File: src/common/cache_pkg.sv
package cache_pkg;

	// ====================
	// cache geometry
	// ====================

	localparam int ADDR_W     = 32;
	localparam int LINE_BYTES = 8;
	localparam int LINE_W     = LINE_BYTES * 8;
	localparam int OFFSET_W   = $clog2(LINE_BYTES);
	localparam int SETS       = 16;
	localparam int INDEX_W    = $clog2(SETS);
	// whatever is left above index and offset becomes the tag
	localparam int TAG_W      = ADDR_W - INDEX_W - OFFSET_W;
	localparam int WAYS       = 4;
	localparam int WAY_W      = $clog2(WAYS);
	localparam int NUM_CH     = 2;

	// line writer sequencer states
	localparam logic [1:0] LW_IDLE  = 2'd0;
	localparam logic [1:0] LW_READ  = 2'd1;
	localparam logic [1:0] LW_MERGE = 2'd2;
	localparam logic [1:0] LW_WRITE = 2'd3;

	// ====================
	// address and storage
	// ====================

	typedef struct packed {
		logic [TAG_W-1:0]    tag;
		logic [INDEX_W-1:0]  index;
		logic [OFFSET_W-1:0] offset;
	} addr_fields_t;

	// the same address seen as a bus word or split for the lookup
	typedef union packed {
		logic [ADDR_W-1:0] word;
		addr_fields_t      f;
	} cache_addr_u;

	typedef struct packed {
		logic [TAG_W-1:0]  tag;
		logic [LINE_W-1:0] data;
	} way_entry_t;

	// one RAM word carries every way of a set with way 0 in the low bits
	typedef way_entry_t [WAYS-1:0] set_word_t;

	typedef logic [SETS-1:0][WAYS-1:0] valid_map_t;

	// write side shared by all set RAM copies
	typedef struct packed {
		logic               en;
		logic [INDEX_W-1:0] index;
		set_word_t          data;
	} ram_write_t;

	// ====================
	// port bundles
	// ====================

	typedef struct packed {
		logic        valid;
		cache_addr_u addr;
	} rd_req_t;

	typedef struct packed {
		logic              ack;
		logic [LINE_W-1:0] data;
	} rd_resp_t;

	// inv turns the write into an invalidate of the line it hits
	typedef struct packed {
		logic                  valid;
		cache_addr_u           addr;
		logic [LINE_W-1:0]     data;
		logic [LINE_BYTES-1:0] sel;
		logic                  inv;
	} wr_req_t;

	typedef struct packed {
		logic              valid;
		cache_addr_u       addr;
		logic [LINE_W-1:0] data;
	} fill_req_t;

	typedef struct packed {
		logic        valid;
		cache_addr_u addr;
	} miss_req_t;

endpackage

File: src/design/miss_arbiter.sv
`timescale 1ns/1ns

module miss_arbiter import cache_pkg::*; (
	input  logic                     wclk,
	input  logic                     rst,
	input  logic [NUM_CH-1:0]        miss,
	input  cache_addr_u [NUM_CH-1:0] miss_addr,
	input  logic [NUM_CH-1:0]        ack,
	output miss_req_t                req,
	input  logic                     ready
);

	logic [NUM_CH-1:0] outstanding;
	logic [NUM_CH-1:0] eligible;
	logic [NUM_CH-1:0] grant;
	cache_addr_u       pick_addr;
	logic              hold;
	logic              issue;

	// a channel with a miss already in flight is ignored until its ack
	assign eligible = miss & ~outstanding;

	// fixed priority with channel 0 on top
	// the loop walks downward so the lowest eligible channel is the last to write
	always_comb begin
		grant     = '0;
		pick_addr = miss_addr[0];
		for (int i = NUM_CH - 1; i >= 0; i--) begin
			if (eligible[i]) begin
				grant    = '0;
				grant[i] = 1'b1;
				pick_addr = miss_addr[i];
			end
		end
		// the memory side always returns a whole line
		pick_addr.f.offset = '0;
	end

	// a request not yet taken blocks any new one
	assign hold  = req.valid & ~ready;
	assign issue = ~hold & (|eligible);

	always_ff @(posedge wclk) begin
		if (rst) begin
			req.valid   <= 1'b0;
			outstanding <= '0;
		end else begin
			if (!hold) begin
				req.valid <= |eligible;
			end
			// a channel cannot miss and ack in the same cycle
			outstanding <= (outstanding | (issue ? grant : '0)) & ~ack;
		end
		if (issue) begin
			req.addr <= pick_addr;
		end
	end

	// back-pressure holds the request exactly as it was
	a_hold_stable: assert property (@(posedge wclk) disable iff (rst)
		req.valid && !ready |=> req.valid && $stable(req.addr));

endmodule

File: config.mk
export PLATFORM = sky130hd
export DESIGN_NAME = miss_arbiter
export DESIGN_NICKNAME = d
export VERILOG_FILES = /design/src/common/cache_pkg.sv /design/src/design/miss_arbiter.sv
export SDC_FILE = /design/constraint.sdc
export NUM_CORES = 1
export LEC_CHECK = 0
export BUFFER_PORTS_ARGS = -buffer_cell sky130_fd_sc_hd__buf_2
export CAP_MARGIN = 15
export CELL_PAD_IN_SITES_DETAIL_PLACEMENT = 0
export CELL_PAD_IN_SITES_GLOBAL_PLACEMENT = 1
export CORE_MARGIN = 1
export CORE_UTILIZATION = 30
export CTS_CLUSTER_SIZE = 12
export DETAILED_ROUTE_END_ITERATION = 10
export PLACE_DENSITY = 0.76
export RECOVER_POWER = 100
export SLEW_MARGIN = 20
export SYNTH_ARGS = -nofsm -noshare
export SYNTH_HDL_FRONTEND = slang
export SYNTH_SLANG_ARGS = --single-unit
export TNS_END_PERCENT = 1
File: constraint.sdc
create_clock -name wclk -period 3 [get_ports wclk]
set_input_delay 0.3 -clock wclk [delete_from_list [all_inputs] [get_ports wclk]]
set_output_delay 0.3 -clock wclk [all_outputs]
set_load 0.05 [all_outputs]
==> results.json, run 1 <==
{
  "endpoint": "req[22]",
  "num_vias": 1026,
  "cts-root-buf": "clkbuf_8",
  "synth_area_leaders": "edfxtp_1, mux2_2, mux2_4, dfxtp_1, buf_4",
  "crit_fanout": 29,
  "crit_family": "simple AND/OR/NAND/NOR gates",
  "detail_route.first_pass.iterations": 8,
  "place_ws_ns": 1.19,
  "start_util": 0.320,
  "grt_usage": 0.121,
  "grt_max_degree": 30,
  "cts.htree.levels": 2,
  "fin_total_pwr_mw": 1.15,
  "cts_hold_repair.buffers": 0,
  "wirelength_mm": 3.00,
  "worst_slew_margin_rel": -0.0126,
  "dp.cells": 223,
  "antenna_found_initial": 0,
  "port_buffers": 94,
  "nets": 249,
  "synth_area_um2": 1430,
  "vias_per_cell": 4.44,
  "clk_path_buf_depth": 2,
  "drt_iter0_drc": 63,
  "cp-start-kind": "flop",
  "tightestPinTransition_ns": 1.52,
  "finClkSkew_ns": 0.00196,
  "cap_viol_max_count": 1,
  "power_density_nw_per_um2": 600,
  "syn_to_final_growth_pct": 34.4,
  "crit_chain": "nor2b_1 -> nand2_1 -> mux2_1",
  "r2r_slack_ns": 0.91,
  "diodes": 0,
  "reg2reg_from": "outstanding[1]",
  "fmax_mhz": 477,
  "rsz0062_at_grt": "false",
  "synth_cells": 81,
  "synth_top_cell_by_area": "edfxtp_1",
  "layout.cells.non_filler": 231,
  "cp.arrival_ns": 2.11,
  "synth_top_area_share": 0.608,
  "cts.clk_slew.worst_paths_ns": 0.06,
  "slowest_stage": "nand2_1",
  "cts_tree": "built",
  "r2r-end": "req[22]",
  "hold_violations": 0,
  "floorplan.rows": 24,
  "die_y_um": 71.1,
  "cp_num_buf_inv": 0,
  "yosysWarnings": 0,
  "gp_congestion": 0.692,
  "synthTopCellsByCount": "edfxtp_1, mux2_2, mux2_4, a21oi_1",
  "postCtsSetupRepairBufs": 0,
  "drive_gt1_frac": 0.514,
  "synth-edff-count": 29,
  "fin_crit_sh": 0.698,
  "ant_nets": 0,
  "setup_viol": 0,
  "die_w_um": 71.1,
  "synth.distinct_cells": 17,
  "num_io_pins": 104,
  "worst-path-stages": 3,
  "avgRoutedWirePerCell_um": 13.0,
  "slowest_delay_ns": 0.73,
  "async_flop_share": 0,
  "hpwl_mm": 2.25,
  "cp_data_required_time_ns": 3.02,
  "final.setup.tns_ns": 0,
  "drc": 11,
  "cts_resized": 0,
  "postLayoutCellArea_um2": 1920,
  "grt_pass1_wl_mm": 4.53,
  "seq_area_frac_synth": 0.650,
  "core-area_um2": 4470,
  "first_global_vias": 1004,
  "period_needed_ns": 2.09,
  "numCtsBuffers": 5,
  "placed_cell_area_um2": 1930,
  "final.setup.worst_slack_ns": 0.905,
  "cp-startpoint": "outstanding[1]",
  "worst_setup_path_end_kind": "flop",
  "ff2ff_path_depth": 3,
  "cts_sinks": 32,
  "final_max_slew_viol_count": 30,
  "yosysMostFrequentCell": "edfxtp_1",
  "clk_latency_ns": 0.27,
  "critPathKind": "reg2reg",
  "synth_area_per_cell_um2": 17.7,
  "worstHoldPathType": "in2reg",
  "peakVddDrop_v": 0.000177,
  "die_area_um2": 5050,
  "p_leak_nw": 0.801,
  "ys_seq_elements": 32,
  "synthFlopType": "edfxtp_1",
  "grt-ovfl-total": 0,
  "violations": "design-rule violations, max-capacitance violations, max-slew violations",
  "run_status": "complete, but fails checks"
}
==> power breakdown <==
| part | internal, mW | switching, mW |
|---|---|---|
| sequential | 0.543 | 0.0123 |
| clock | 0.162 | 0.143 |
| combinational | 0.0789 | 0.215 |
| total | 0.784 | 0.370 |
==> layout by cell type, fill, tap and decap left out <==
master    Yosys  routed
clkbuf_8      0       5
edfxtp_1     29      29
a21oi_1       4       3
clkbuf_1      0      32
mux2_2       19      19
a21oi_2       0       1
mux2_4       10       1
nand2_1       0       1
clkinv_2      0       1
inv_1         2       2
a31oi_1       1       1
dfxtp_1       3       3
nand2b_2      1       1
nand2b_1      1       1
nor2b_1       0       1
nor3_1        2       2
conb_1        1       3
buf_2         1      64
mux2_1        0       9
==> stage by stage <==
stage	hold WS, ns	util
final	0.183	0.430
after global routing	0.169	0.430
after CTS	0.170	0.450
after detailed placement	0.471	0.432
after global placement	0.470	0.432
after floorplan	0.369	-
==> routing by layer <==
layer | routed length, um | up-vias | GRT usage
met2 | 1430 | 69 | 0.213
met3 | 346 | 5 | 0.0499
li1 | - | 493 | -
met5 | 0 | - | 0
met1 | 1200 | 459 | 0.127
met4 | 30 | 0 | 0.0533
==> worst reg2reg max path: stages (launching register included) <==
cell and delay, ns:
dfxtp_1 0.32, nor2b_1 0.17, nand2_1 0.73, mux2_1 0.63
==> worst min-delay path by stage <==
stage / startpoint / end / slack, ns / cells after the start
after floorplan: rst / req[32] / 0.37 / 1
after global placement: ack[1] / outstanding[1] / 0.47 / 2
after detailed placement: ack[0] / outstanding[0] / 0.47 / 2
after CTS: ack[1] / outstanding[1] / 0.17 / 2
after global routing: ack[1] / outstanding[1] / 0.17 / 2
final: ack[1] / outstanding[1] / 0.18 / 2
==> cells by family (layout without fill, tap and decap cells) <==
kind of cell,count (synthesis),in the layout,synth area share
buf+inv,8,104,0.0428
flops,32,32,0.650
mux,29,29,0.254
other cells,1,3,0.00262
simple gates,6,6,0.0315
compound gates,5,5,0.0184
==> flip-flops by register name (all words and copies together) (netlist names) <==
name / count
outstanding: 2
req: 30
==> area by class of cell <==
| class | instances | area (um2) |
|---|---|---|
| clock inverter | 1 | 5.00 |
| multi-input combinational | 43 | 407 |
| timing repair buffer | 94 | 433 |
| inverter | 2 | 7.51 |
| sequential | 32 | 931 |
| clock buffer | 7 | 76.3 |
| tap | 52 | 65.1 |
| fill | 436 | 2550 |
(Power assumes the default switching activity.)
==> inputs of run 2 (changes only) <==
CORE_UTILIZATION = 27   (was 30)
PLACE_DENSITY = 0.72   (was 0.76)
clock period = 1.88 ns   (was 3 ns; I/O delays follow)
==> results.json, run 2 (synthesis results as in run 1) <==
{
  "avgRoutedWirePerCell_um": 11.6,
  "final.setup.worst_slack_ns": 0.447,
  "clk_latency_ns": 0.28,
  "n_fill_cell": 529,
  "cts_tree": "built",
  "cts_hold_repair.buffers": 0,
  "p_leak_nw": 0.830,
  "numCtsBuffers": 5,
  "cts_sinks": 32,
  "nets": 252,
  "fmax_mhz": 698,
  "grt_pass1_wl_mm": 4.25,
  "worstHoldPathType": "in2reg",
  "cp-start-kind": "flop",
  "clk_path_buf_depth": 2,
  "cp.arrival_ns": 1.46,
  "largest_reg_flops": 30,
  "most-common-layout-cells": "buf_2, clkbuf_1, edfxtp_1",
  "top_regs": "req: 30 flops, outstanding: 2 flops",
  "setup_viol": 0,
  "start_util": 0.280,
  "fin_crit_sh": 0.762,
  "cp_data_required_time_ns": 1.91,
  "grt-ovfl-total": 0,
  "layout.cells.non_filler": 252,
  "cts.clk_slew.worst_paths_ns": 0.07,
  "run_status": "finished clean",
  "tightestPinTransition_ns": 0.629,
  "die_w_um": 74.8,
  "ant_nets": 0,
  "crit_chain": "nand2b_2 -> nand2_1 -> buf_12 -> mux2_2",
  "hold_violations": 0,
  "num_io_pins": 104,
  "drc": 0,
  "antenna_found_initial": 0,
  "crit_family": "multiplexers",
  "diodes": 0,
  "grt_max_degree": 30,
  "core-area_um2": 5110,
  "syn_to_final_growth_pct": 39.9,
  "holdWs_ns": 0.0639,
  "grt_usage": 0.110,
  "first_global_vias": 959,
  "period_needed_ns": 1.43,
  "crit_fanout": 29,
  "cts_resized": 0,
  "slowest_stage": "mux2_2",
  "top_register": "req",
  "cp_num_buf_inv": 1,
  "drive_gt1_frac": 0.527,
  "worst_setup_path_end_kind": "flop",
  "peakVddDrop_v": 0.000336,
  "cts-root-buf": "clkbuf_8",
  "vias_per_cell": 3.94,
  "power_density_nw_per_um2": 966,
  "slowest_delay_ns": 0.36,
  "final_common_cell": "buf_2",
  "critPathKind": "reg2reg",
  "worst_slew_margin_rel": 0.582,
  "detail_route.first_pass.iterations": 3,
  "die_y_um": 74.8,
  "gp_congestion": 0.706,
  "port_buffers": 94,
  "drt_iter0_drc": 17,
  "place_ws_ns": 0.453,
  "postCtsSetupRepairBufs": 0,
  "rsz0062_at_grt": "false",
  "die_area_um2": 5600,
  "wirelength_mm": 2.91,
  "num_vias": 993,
  "final_max_slew_viol_count": 0,
  "dp.cells": 244,
  "cts.htree.levels": 2,
  "hpwl_mm": 2.20,
  "final.setup.tns_ns": 0,
  "cap_viol_max_count": 0,
  "finClkSkew_ns": 0.00695,
  "floorplan.rows": 26
}
run 2: final cells by class:
class / count / area [um2] / share of cell area
Timing Repair Buffer: 97 / 463 / 0.231
Sequential cell: 32 / 931 / 0.465
Clock buffer: 8 / 100 / 0.0500
Multi-Input combinational cell: 43 / 414 / 0.207
Tap cell: 70 / 87.6 / 0.0437
Inverter: 2 / 7.51 / 0.00375
run 2: metal layers:
layer | global-route usage | vias to the layer above | part of all wire
met4 | 0.0881 | 0 | 0.026
met5 | 0 | - | 0
li1 | - | 496 | -
met3 | 0.0402 | 7 | 0.10
met2 | 0.198 | 69 | 0.48
met1 | 0.0997 | 421 | 0.39
run 2: path summary, 6_finish.rpt:
| check | slack [ns] | depth (start not counted) | start | end |
|---|---|---|---|---|
| min reg2reg | 0.53 | 2 | outstanding[0] | outstanding[0] |
| max | 0.45 | 4 | outstanding[0] | req[4] |
| max reg2reg | 0.45 | 4 | outstanding[0] | req[4] |
| min | 0.06 | 2 | ack[0] | outstanding[0] |
run 2: stage by stage:
stage / utilization / cell area (um2) / total power, mW
final: 0.392 / 2000 / 1.94
after global routing: 0.392 / 2000 / 2.03
after CTS: 0.409 / 2090 / 2.01
after detailed placement: 0.390 / 1990 / 1.42
after global placement: 0.390 / 1990 / 1.42
after floorplan: - / 1440 / 1.28
run 2: power breakdown:
part	switching [mW]	internal [mW]	leakage [nW]
combinational	0.344	0.133	0.467
clock	0.241	0.334	0.0515
sequential	0.0194	0.865	0.312
==> inputs of run 3 (changes only) <==
CORE_UTILIZATION = 30   (was 27)
PLACE_DENSITY = 0.76   (was 0.72)
clock period = 1.5 ns   (was 1.88 ns; I/O delays follow)
==> results.json, run 3 (synthesis results as in run 1) <==
{
  "worst_setup_path_end_kind": "flop",
  "critPathKind": "reg2reg",
  "grt_pass1_wl_mm": 4.82,
  "port_buffers": 94,
  "detail_route.first_pass.iterations": 8,
  "worst_slew_margin_rel": 0.565,
  "cts-root-buf": "clkbuf_8",
  "postCtsSetupRepairBufs": 0,
  "final.setup.tns_ns": 0,
  "core-area_um2": 4470,
  "setup_viol": 0,
  "drt_iter0_drc": 70,
  "final_max_slew_viol_count": 0,
  "grt_usage": 0.129,
  "cts_hold_repair.buffers": 0,
  "die_w_um": 71.1,
  "final_common_cell": "buf_2",
  "layout.cells.non_filler": 234,
  "start_util": 0.320,
  "grt-ovfl-total": 0,
  "antenna_found_initial": 0,
  "most-common-layout-cells": "buf_2, clkbuf_1, edfxtp_1",
  "fin_total_pwr_mw": 2.34,
  "cts_sinks": 32,
  "tightestPinTransition_ns": 0.656,
  "peakVddDrop_v": 0.000325,
  "cts.clk_slew.worst_paths_ns": 0.06,
  "cp-start-kind": "flop",
  "fin_crit_sh": 0.929,
  "num_vias": 1019,
  "syn_to_final_growth_pct": 39.4,
  "vias_per_cell": 4.35,
  "ant_nets": 0,
  "cp.arrival_ns": 1.41,
  "die_y_um": 71.1,
  "clk_path_buf_depth": 2,
  "floorplan.rows": 24,
  "fmax_mhz": 718,
  "top_register": "req",
  "run_status": "complete, but fails checks",
  "p_leak_nw": 0.840,
  "cap_viol_max_count": 0,
  "cts_resized": 0,
  "hold_violations": 0,
  "cts.htree.levels": 2,
  "period_needed_ns": 1.39,
  "rsz0062_at_grt": "false",
  "place_ws_ns": 0.0991,
  "drc": 12,
  "hpwl_mm": 2.39,
  "num_io_pins": 104,
  "worstHoldPathType": "in2reg",
  "numCtsBuffers": 5,
  "top_regs": "req: 30 flops, outstanding: 2 flops",
  "die_area_um2": 5050,
  "largest_reg_flops": 30,
  "cts_tree": "built",
  "nets": 252,
  "violations": "design-rule violations",
  "avgRoutedWirePerCell_um": 13.5,
  "grt_max_degree": 30,
  "cp_data_required_time_ns": 1.52,
  "diodes": 0,
  "dp.cells": 226,
  "clk_latency_ns": 0.28,
  "gp_congestion": 0.647,
  "power_density_nw_per_um2": 1170,
  "drive_gt1_frac": 0.538,
  "wirelength_mm": 3.16,
  "finClkSkew_ns": 0.00648,
  "final.setup.worst_slack_ns": 0.106,
  "first_global_vias": 1085,
  "crit_fanout": 16,
  "holdWs_ns": 0.0360
}
-- run 3: changes by cell type in the layout (fill, tap and decap cells not counted), sizes merged --
| cell | change |
|---|---|
| buf | +2 |
| clkbuf | -3 |
| clkinv | +1 |
-- run 3: critical path, cell delays in order, from the launching register on --
cell      delay (ns)
dfxtp_1         0.32
nand2b_2        0.19
nand2_2         0.13
buf_12          0.16
mux2_1          0.34
-- run 3: final cells by class --
type,count,area (um2)
well taps,52,65.1
clock buffers,7,76.3
flip-flops and latches,32,931
multi-input cells,43,432
repair buffers,97,480
fillers,434,2480
clock inverters,1,3.75
inverters,2,7.51
-- run 3: path summary, 6_finish.rpt --
path | end | start | slack, ns | depth (start not counted)
min | outstanding[0] | ack[0] | 0.04 | 2
max | req[29] | outstanding[0] | 0.11 | 4
min reg2reg | outstanding[0] | outstanding[0] | 0.53 | 2
max reg2reg | req[29] | outstanding[0] | 0.11 | 4
-- run 3: power breakdown --
part	leakage, nW	internal [mW]	switching (mW)
clock	0.0399	0.322	0.292
combinational	0.489	0.180	0.439
sequential	0.312	1.08	0.0255
-- run 3: stage by stage --
step           cell area, um2  utilization
3_5_place_dp             1990        0.445
5_1_grt                  2000        0.446
4_1_cts                  2070        0.463
2_1_floorplan            1450            -
3_3_place_gp             1990        0.445
6_report                 2000        0.446
-- run 3: layer usage --
metal	track usage	routed length [um]	share of wire	up-vias
li1	-	-	-	500
met1	0.132	1170	0.37	447
met2	0.238	1600	0.51	69
met3	0.0385	364	0.12	3
met4	0.0667	25	0.0079	0
met5	0	0	0	-
